===== src/verilog/tile_pkg.sv =====
//////////////////////////////
// Tile bus widths, RAM geometry and AXI field values
// Opcode and FSM state enums of the accumulator core
//////////////////////////////

package tile_pkg;

  // Bus widths
  localparam int ADDR_W = 32;
  localparam int DATA_W = 32;
  localparam int ID_W   = 4;
  localparam int STRB_W = DATA_W / 8;

  // RAM geometry, one word per entry
  localparam int MEM_WORDS = 256;
  localparam int MEM_AW    = 8;

  // Single-beat AXI field values
  localparam logic [7:0]      AXI_LEN_SINGLE  = 8'd0;
  localparam logic [2:0]      AXI_SIZE_WORD   = 3'd2;
  localparam logic [1:0]      AXI_BURST_INCR  = 2'b01;
  localparam logic [1:0]      AXI_RESP_OKAY   = 2'b00;
  localparam logic [1:0]      AXI_RESP_SLVERR = 2'b10;
  // Core issues every request with this ID
  localparam logic [ID_W-1:0] CORE_ID         = '0;

  // Instruction opcode, bits 31:28
  typedef enum logic [3:0] {
    OP_HALT  = 4'd0,
    OP_LOAD  = 4'd1,
    OP_ADD   = 4'd2,
    OP_STORE = 4'd3,
    OP_HART  = 4'd4,
    OP_DEC   = 4'd5,
    OP_JNZ   = 4'd6
  } opcode_e;

  // Core FSM
  typedef enum logic [3:0] {
    ST_IDLE,
    ST_FETCH_AR,
    ST_FETCH_R,
    ST_EXEC,
    ST_LD_AR,
    ST_LD_R,
    ST_ST_AW,
    ST_ST_B,
    ST_HALT
  } core_state_e;

endpackage


===== src/verilog/accum_core.sv =====
//////////////////////////////
// Accumulator core with fetch/execute FSM
// Single-beat AXI4 master for fetch, load and store
//////////////////////////////

`timescale 1ns/1ns

module accum_core (
  input  logic                          clk_i,
  input  logic                          rst_i,
  input  logic                          go_i,
  input  logic [tile_pkg::ADDR_W-1:0]   boot_addr_i,
  input  logic [tile_pkg::DATA_W-1:0]   hart_id_i,
  // AW channel
  output logic                          awvalid_o,
  input  logic                          awready_i,
  output logic [tile_pkg::ADDR_W-1:0]   awaddr_o,
  output logic [tile_pkg::ID_W-1:0]     awid_o,
  output logic [7:0]                    awlen_o,
  output logic [2:0]                    awsize_o,
  output logic [1:0]                    awburst_o,
  // W channel
  output logic                          wvalid_o,
  input  logic                          wready_i,
  output logic [tile_pkg::DATA_W-1:0]   wdata_o,
  output logic [tile_pkg::STRB_W-1:0]   wstrb_o,
  output logic                          wlast_o,
  // B channel
  input  logic                          bvalid_i,
  output logic                          bready_o,
  input  logic [1:0]                    bresp_i,
  input  logic [tile_pkg::ID_W-1:0]     bid_i,
  // AR channel
  output logic                          arvalid_o,
  input  logic                          arready_i,
  output logic [tile_pkg::ADDR_W-1:0]   araddr_o,
  output logic [tile_pkg::ID_W-1:0]     arid_o,
  output logic [7:0]                    arlen_o,
  output logic [2:0]                    arsize_o,
  output logic [1:0]                    arburst_o,
  // R channel
  input  logic                          rvalid_i,
  output logic                          rready_o,
  input  logic [tile_pkg::DATA_W-1:0]   rdata_i,
  input  logic [1:0]                    rresp_i,
  input  logic [tile_pkg::ID_W-1:0]     rid_i,
  input  logic                          rlast_i,
  // Status
  output logic                          halt_o,
  output logic [tile_pkg::DATA_W-1:0]   acc_o,
  output logic [tile_pkg::ADDR_W-1:0]   pc_o
);

  tile_pkg::core_state_e state_q;
  tile_pkg::opcode_e     opcode;
  logic [tile_pkg::DATA_W-1:0] acc_q;
  logic [tile_pkg::ADDR_W-1:0] pc_q;
  logic [tile_pkg::DATA_W-1:0] instr_q;
  logic                        aw_done_q;
  logic                        w_done_q;
  logic [tile_pkg::ADDR_W-1:0] opnd_addr;
  logic [tile_pkg::ADDR_W-1:0] pc_next;
  logic                        aw_hs;
  logic                        w_hs;
  logic                        ar_hs;
  logic                        r_hs;
  logic                        b_hs;
  logic                        r_fault;
  logic                        b_fault;

  //////////////////////////////
  // Decode
  //////////////////////////////

  assign opcode = tile_pkg::opcode_e'(instr_q[31:28]);
  // Operand is a word index, bus wants bytes
  assign opnd_addr = {{(tile_pkg::ADDR_W-tile_pkg::MEM_AW-2){1'b0}},
                      instr_q[tile_pkg::MEM_AW-1:0], 2'b00};
  assign pc_next = pc_q + {{(tile_pkg::ADDR_W-3){1'b0}}, 3'd4};

  // Handshakes
  assign aw_hs = awvalid_o & awready_i;
  assign w_hs  = wvalid_o & wready_i;
  assign ar_hs = arvalid_o & arready_i;
  assign r_hs  = rvalid_i & rready_o;
  assign b_hs  = bvalid_i & bready_o;

  // Error response, foreign ID or missing last beat
  assign r_fault = (rresp_i != tile_pkg::AXI_RESP_OKAY) | (rid_i != tile_pkg::CORE_ID) |
                   ~rlast_i;
  assign b_fault = (bresp_i != tile_pkg::AXI_RESP_OKAY) | (bid_i != tile_pkg::CORE_ID);

  //////////////////////////////
  // AXI master outputs
  //////////////////////////////

  // Read address is the pc for a fetch, the operand for a load
  assign arvalid_o = (state_q == tile_pkg::ST_FETCH_AR) | (state_q == tile_pkg::ST_LD_AR);
  assign araddr_o  = (state_q == tile_pkg::ST_LD_AR) ? opnd_addr : pc_q;
  assign arid_o    = tile_pkg::CORE_ID;
  assign arlen_o   = tile_pkg::AXI_LEN_SINGLE;
  assign arsize_o  = tile_pkg::AXI_SIZE_WORD;
  assign arburst_o = tile_pkg::AXI_BURST_INCR;
  assign rready_o  = (state_q == tile_pkg::ST_FETCH_R) | (state_q == tile_pkg::ST_LD_R);

  // AW and W rise together, each drops after its own handshake
  assign awvalid_o = (state_q == tile_pkg::ST_ST_AW) & ~aw_done_q;
  assign awaddr_o  = opnd_addr;
  assign awid_o    = tile_pkg::CORE_ID;
  assign awlen_o   = tile_pkg::AXI_LEN_SINGLE;
  assign awsize_o  = tile_pkg::AXI_SIZE_WORD;
  assign awburst_o = tile_pkg::AXI_BURST_INCR;
  assign wvalid_o  = (state_q == tile_pkg::ST_ST_AW) & ~w_done_q;
  assign wdata_o   = acc_q;
  assign wstrb_o   = '1;
  assign wlast_o   = 1'b1;
  assign bready_o  = (state_q == tile_pkg::ST_ST_B);

  // Status
  assign halt_o = (state_q == tile_pkg::ST_HALT);
  assign acc_o  = acc_q;
  assign pc_o   = pc_q;

  //////////////////////////////
  // FSM and datapath
  //////////////////////////////

  always_ff @(posedge clk_i) begin
    if (rst_i) begin
      state_q   <= tile_pkg::ST_IDLE;
      acc_q     <= '0;
      pc_q      <= '0;
      aw_done_q <= 1'b0;
      w_done_q  <= 1'b0;
    end else begin
      case (state_q)
        tile_pkg::ST_IDLE, tile_pkg::ST_HALT: begin
          // Start or restart, accumulator is kept
          if (go_i) begin
            pc_q    <= boot_addr_i;
            state_q <= tile_pkg::ST_FETCH_AR;
          end
        end
        tile_pkg::ST_FETCH_AR: begin
          if (ar_hs) state_q <= tile_pkg::ST_FETCH_R;
        end
        tile_pkg::ST_FETCH_R: begin
          // A bus fault parks the core
          if (r_hs) state_q <= r_fault ? tile_pkg::ST_HALT : tile_pkg::ST_EXEC;
        end
        tile_pkg::ST_EXEC: begin
          case (opcode)
            tile_pkg::OP_LOAD, tile_pkg::OP_ADD: begin
              state_q <= tile_pkg::ST_LD_AR;
            end
            tile_pkg::OP_STORE: begin
              aw_done_q <= 1'b0;
              w_done_q  <= 1'b0;
              state_q   <= tile_pkg::ST_ST_AW;
            end
            tile_pkg::OP_HART: begin
              acc_q   <= hart_id_i;
              pc_q    <= pc_next;
              state_q <= tile_pkg::ST_FETCH_AR;
            end
            tile_pkg::OP_DEC: begin
              acc_q   <= acc_q - {{(tile_pkg::DATA_W-1){1'b0}}, 1'b1};
              pc_q    <= pc_next;
              state_q <= tile_pkg::ST_FETCH_AR;
            end
            tile_pkg::OP_JNZ: begin
              pc_q    <= (acc_q != '0) ? opnd_addr : pc_next;
              state_q <= tile_pkg::ST_FETCH_AR;
            end
            // HALT and unknown opcodes, pc stays on this instruction
            default: state_q <= tile_pkg::ST_HALT;
          endcase
        end
        tile_pkg::ST_LD_AR: begin
          if (ar_hs) state_q <= tile_pkg::ST_LD_R;
        end
        tile_pkg::ST_LD_R: begin
          if (r_hs) begin
            if (r_fault) begin
              state_q <= tile_pkg::ST_HALT;
            end else begin
              // Same read path serves LOAD and ADD
              acc_q   <= (opcode == tile_pkg::OP_ADD) ? acc_q + rdata_i : rdata_i;
              pc_q    <= pc_next;
              state_q <= tile_pkg::ST_FETCH_AR;
            end
          end
        end
        tile_pkg::ST_ST_AW: begin
          if (aw_hs) aw_done_q <= 1'b1;
          if (w_hs) w_done_q <= 1'b1;
          if ((aw_done_q | aw_hs) & (w_done_q | w_hs)) state_q <= tile_pkg::ST_ST_B;
        end
        tile_pkg::ST_ST_B: begin
          if (b_hs) begin
            pc_q    <= b_fault ? pc_q : pc_next;
            state_q <= b_fault ? tile_pkg::ST_HALT : tile_pkg::ST_FETCH_AR;
          end
        end
        default: state_q <= tile_pkg::ST_IDLE;
      endcase
    end
  end

  // Instruction latch
  always_ff @(posedge clk_i) begin
    if (state_q == tile_pkg::ST_FETCH_R && r_hs) instr_q <= rdata_i;
  end

endmodule


===== config.mk =====
export PLATFORM = sky130hd
export DESIGN_NAME = accum_core
export DESIGN_NICKNAME = d
export VERILOG_FILES = /design/src/verilog/tile_pkg.sv /design/src/verilog/accum_core.sv
export SDC_FILE = /design/constraint.sdc
export NUM_CORES = 1
export LEC_CHECK = 0
export ABC_AREA = 0
export BUFFER_PORTS_ARGS = -buffer_cell sky130_fd_sc_hd__buf_2
export CAP_MARGIN = 20
export CELL_PAD_IN_SITES_DETAIL_PLACEMENT = 2
export CELL_PAD_IN_SITES_GLOBAL_PLACEMENT = 2
export CORE_MARGIN = 4
export CORE_UTILIZATION = 24
export DETAILED_ROUTE_END_ITERATION = 10
export HOLD_SLACK_MARGIN = 0.08
export PLACE_DENSITY_LB_ADDON = 0.1
export SETUP_SLACK_MARGIN = 0.05
export SKIP_CTS_REPAIR_TIMING = 1
export SLEW_MARGIN = 20
export SYNTH_ARGS = -nofsm -noshare
export SYNTH_HDL_FRONTEND = slang
export SYNTH_SLANG_ARGS = --single-unit

===== constraint.sdc =====
create_clock -name clk_i -period 2.8 [get_ports clk_i]
set_clock_uncertainty 0.2 [all_clocks]
set_input_delay 0 -clock clk_i [delete_from_list [all_inputs] [get_ports clk_i]]
set_output_delay 0 -clock clk_i [all_outputs]
set_load 0.03 [all_outputs]

**After elaboration in Yosys (flattened, before gate mapping)**

Index checks and enable logic that the tools add are counted.

- $mul: 0
- Add/subtract/negate cells: 3
- Muxes and demuxes: 31
- Equal/unequal tests: 28
- Magnitude comparators: 0
- Shifts and indexed selects: 0
- Bitwise gates (word level): 18
- Divide/modulo/power cells: 0
- Reductions and logical operators: 19

Operators with widths:

| kind | count |
|---|---|
| $mux 32 | 10 |
| $pmux 32 s2 | 3 |
| $pmux 32 s4 | 1 |
| $mux 4 | 10 |
| $add 32x3->32 const B | 1 |
| $add 32x32->32 | 1 |
| $pmux 4 s8 | 1 |
| $reduce_bool 32->1 | 1 |
| $sub 32x1->32 const B | 1 |
| $eq 4x3->1 const B | 7 |
| $ne 2x2->1 const B | 10 |
| $eq 4x2->1 const B | 4 |
| $reduce_and 7->1 | 2 |
| $pmux 4 s3 | 1 |
| $reduce_bool 4->1 | 3 |
| $and 1x1->1 | 8 |
| $eq 4x1->1 const B | 2 |
| $reduce_bool 2->1 | 4 |
| $or 1x1->1 | 7 |
| $ne 3x3->1 const B | 2 |
| $reduce_and 3->1 | 2 |
| $reduce_or 2->1 | 3 |
| $eq 4x4->1 const B | 1 |
| $logic_not 4->1 | 1 |
| 7 further kinds | 13 |

- Latch bits: 0
- Output and inout port bits: 205
- Bits in read-only memories: 0
- Memory bits (writable): 0
- Memories kept: 0
- Logic and storage cells: 105
- Register bits: 102

**Depth between registers and ports, before layout**

- Word-level depth: 7
- Depth in mapped cells: 13
- Depth with buffers taken out: 11

**Worst setup path after synthesis**

OpenSTA, ideal clock, no wires.

- Kind: reg-to-reg
- Start: register acc_q (netlist bit acc_o[0])
- End: register acc_q (netlist bit acc_o[30])
- Path slack: -178 ps
- Cell stages (with the launch flop): 12
- Data required time: 2479 ps
- Data arrival time: 2657 ps
- Period minus slack after synthesis: 2978 ps
- Cell sequence: dfxtp_1 -> ha_1 -> fa_1 -> a21oi_1 -> o211ai_1 -> nand4_1 -> a31oi_1 -> a211oi_1 -> nor2_1 -> o21ai_0 -> mux2i_1 -> a21oi_1

- Longest elaborated chain between the ends: 5
- Elaborated cells between the ends (all ways): 7
- Classes of those cells: 2 x add/sub; 5 x mux

Ends and longest elaborated chain:

| item | line | text |
|---|---|---|
| from (decl) | accum_core.sv:56 | `logic [tile_pkg::DATA_W-1:0] acc_q;` |
| from (signal assigned) | accum_core.sv:162 | `acc_q <= hart_id_i;` |
| from (signal assigned) | accum_core.sv:167 | `acc_q <= acc_q - {{(tile_pkg::DATA_W-1){1'b0}}, 1'b1};` |
| from (signal assigned) | accum_core.sv:188 | `acc_q <= (opcode == tile_pkg::OP_ADD) ? acc_q + rdata_i : rdata_i;` |
| $add 32x32->32 | accum_core.sv:188 |  |
| $mux 32 | accum_core.sv:188 |  |
| $mux 32 | accum_core.sv:184 | `if (r_fault) begin` |
| $mux 32 | accum_core.sv:183 | `if (r_hs) begin` |
| $pmux 32 s2 * | accum_core.sv:136 | `case (state_q)` |

Every way passes the cells marked *; elsewhere a longest branch is shown, timed or not. The select of a mux whose other input is x is not followed.
A chain may end at the register's enable or synchronous reset.

**Worst setup path in the final report**

- Start: register acc_q (netlist bit acc_o[2])
- End: register acc_q (netlist bit acc_o[25])

The elaborated chain is that of the path after synthesis.

==> results by group <==
Timing
  – Slew Viols, Final: 0
  – Worst rel slew slack: 38.2%
  – Min Tclk post-route: 2.85 ns
  – Final critical-path share of the clock period: 102%
  – Final Worst Setup Slack: -0.0527 ns
  – Fmax: 0.351 GHz
  – RSZ-0062 raised after global routing: yes
  – Final Hold Viols: 1
  – # setup viols final: 3
  – Pin slew with the least headroom to its limit: 0.927 ns
  – Hold WS: -0.000102 ns

Synthesis
  – Share of the synthesized area in the top cell type: 17.3%
  – EDFF count, synth: 12
  – Yosys cell types: 75
  – Synth warn: 0
  – Seq/Total Area, Yosys: 21.8%
  – Register bit total from synthesis: 82
  – Synth Instances: 1,097
  – Synth area leaders: dfxtp_1, buf_4, nor2_1, nand2_1, ha_1
  – Syn_area_per_cell: 7.36 um^2
  – Top FF cell, synth: dfxtp_1
  – Area leader, netlist: dfxtp_1
  – Fraction of registers with async set/reset: 0%
  – Post-Syn Area: 8080 um^2

Drt
  – Top routing layer in use: met4
  – DRC Markers: 0
  – Routed via count: 9,790
  – Met3 wire length: 1450 um
  – DR WL/cell: 20.9 um
  – Vias per cell: 4.95
  – Pre-antenna DRT Iters: 5
  – Detailed Route WL: 41,300 um
  – Met2 WL: 20,900 um
  – Wl on met1: 18,500 um
  – Post-route ant nets: 0
  – Initial DRC count: 352

Pwr
  – Maximum vdd ir drop: 0.000291 V
  – P_leak: 5.72 nW
  – Pwr/cell area: 532 nW/um^2

Setup path
  – Cells on worst reg2reg path: 10
  – Worst r2r src: acc_o[2]
  – Arr. time, crit path: 2.93 ns
  – WS Path Type: reg2reg
  – Worst path required time: 2.87 ns
  – R2R Setup Slk: -0.05 ns
  – Crit end category: register
  – Critical Path Source: acc_o[2]
  – Critical path startpoint category: register
  – Worst-path maximum fanout: 4

Final layout
  – Nets: 1,684
  – Final Util: 37.6%
  – Layout cells sized above 1: 37.5%
  – Area grow syn2layout: 53.1%
  – Number of diodes: 0

Global route
  – Antenna violations before repair: 0
  – First-pass GRT wire length: 59,100 um
  – Gr usage total: 20.5%
  – Final global-route overflow total: 0
  – Vias in the first global route: 10,014
  – Largest net degree at the start of global routing: 34

Placed design
  – DP HPWL: 31,300 um
  – Placer Congestion: 0.815
  – Port Buf Inserts: 258

Die
  – Number of core rows: 66
  – Core Area: 32,900 um^2
  – Top Ports: 322
  – Die area: 36,700 um^2
  – Die X: 191 um
  – Initial core utilization: 24.6%
  – Die Y: 191 um

Min path
  – Worst Hold Class: in2reg
  – Min-delay src: hart_id_i[2]
  – Hold depth: 5

Clock tree
  – Skew-Pair Late Insertion Delay: 0.36 ns
  – CTS Sinks: 82
  – Root buf cell: clkbuf_16
  – CTS buffer count: 9
  – CTS H-tree depth: 3
  – Max clock buf depth: 2
  – Clock Pin Slew Worst Setup and Hold Paths: 0.08 ns
  – TritonCTS clock tree: yes

Job
  – Max-Cap Viols: 0

Status
  – Failing checks: negative hold slack, negative setup slack
  – Status: finished, violations left
area by class of cell:
cell class              count  area [um^2]
multi-input cells         907         6150
fillers                  3941        20500
flip-flops and latches     82         1780
clock inverters             7         83.8
well taps                 442          553
inverters                  14         52.6
clock buffers               9          225
repair buffers            518         3530
cells by family after synthesis:
family	after synthesis	synth area share, %
DFF	82	21.8
xor gates and xnor gates	65	7.14
adders and majority gates	35	5.51
muxes	19	2.46
other	2	0.0930
buffers and inverters	170	12.9
AOI/OAI and AO/OA	305	24.4
and+or+nand+nor	419	25.6
flip-flops by register name (all words and copies together), names as in the netlist:
| signal | flops |
|---|---|
| instr_q | 12 |
| state_q | 4 |
| pc_o | 32 |
| aw_done_q | 1 |
| acc_o | 32 |
| w_done_q | 1 |
cells in the final DEF, fill, tap and decap left out, types with 8 or more instances in the layout:
cell / count
a211oi_2: 8
dlygate4sd3_1: 92
edfxtp_1: 12
mux2i_1: 12
nand2_1: 108
inv_1: 14
nand3_1: 21
o211ai_1: 19
xnor2_1: 32
nand2b_1: 10
nor2b_1: 27
dfxtp_2: 8
xor2_1: 26
o21ai_1: 21
ha_4: 8
o21ai_0: 44
a31oi_1: 15
clkbuf_16: 9
o21ai_2: 8
nor2_1: 103
a21oi_2: 9
nor3_1: 40
a221oi_1: 9
ha_1: 24
buf_4: 157
a211oi_1: 18
nor2_2: 8
a21oi_1: 64
a22oi_1: 9
nand4_1: 10
buf_6: 9
dfxtp_1: 61
and3_1: 10
a21o_1: 18
conb_1: 63
buf_2: 258
or3_1: 13
worst max-delay path: stages (launching register included):
cell and delay, ns:
dfxtp_4 0.37, ha_4 0.28, nor2_2 0.05, o31ai_4 0.32, buf_4 0.17, o21ba_4 0.13
and4_4 0.25, o21ai_2 0.07, o2bb2ai_2 0.13, or4_1 0.54, a311oi_2 0.25
metrics by stage:
step / total power (W) / area [um^2] / setup TNS, ns / setup slack, ns / instances
5_1_grt: 0.00699 / 12400 / -1.66 / -0.195 / 1979
4_1_cts: 0.00632 / 10700 / -3.48 / -0.218 / 1875
6_report: 0.00658 / 12400 / -0.0700 / -0.0527 / 1979
3_3_place_gp: 0.00490 / 10400 / -0.794 / -0.0961 / 1859
2_1_floorplan: 0.00378 / 8340 / 0 / 0.0197 / 1158
3_5_place_dp: 0.00497 / 10400 / -2.44 / -0.171 / 1859
path summary, 6_finish.rpt:
kind               endpoint
hold / removal     acc_o[2]
hold reg to reg    pc_o[30]
setup reg to reg  acc_o[25]
setup / recovery  acc_o[25]
per-layer routing:
layer / vias up / track usage (%)
li1: 4687 / -
met1: 4863 / 27.0
met2: 218 / 36.5
met3: 22 / 2.01
met4: 0 / 4.06
met5: - / 0
synthesized netlist by cell type (all sizes together), types with 3 or more instances:
| master | instances |
|---|---|
| a21o | 18 |
| o211ai | 19 |
| a221oi | 11 |
| a211oi | 27 |
| a311oi | 9 |
| and2 | 6 |
| nand3b | 4 |
| and4 | 4 |
| buf | 113 |
| a31oi | 18 |
| o2111ai | 5 |
| nand3 | 23 |
| mux2i | 12 |
| or4 | 11 |
| nor4 | 10 |
| o31ai | 4 |
| nor2b | 28 |
| a21oi | 74 |
| nor3b | 3 |
| nand4 | 10 |
| inv | 14 |
| nand2 | 115 |
| o21ai | 74 |
| o21a | 5 |
| xor2 | 27 |
| ha | 34 |
| nor3 | 46 |
| clkbuf | 43 |
| nor2 | 116 |
| xnor2 | 38 |
| and3 | 10 |
| or3 | 13 |
| o22ai | 5 |
| nand2b | 13 |
| edfxtp | 12 |
| a32oi | 3 |
| mux2 | 7 |
| dfxtp | 70 |
| a22oi | 12 |
power by group:
group	total [W]	switching (W)	internal, W
Combinational	0.00363	0.00232	0.00131
Clock	0.00132	0.000615	0.000710
Sequential	0.00162	0.000244	0.00138
Power figures use the tool's default switching activity.
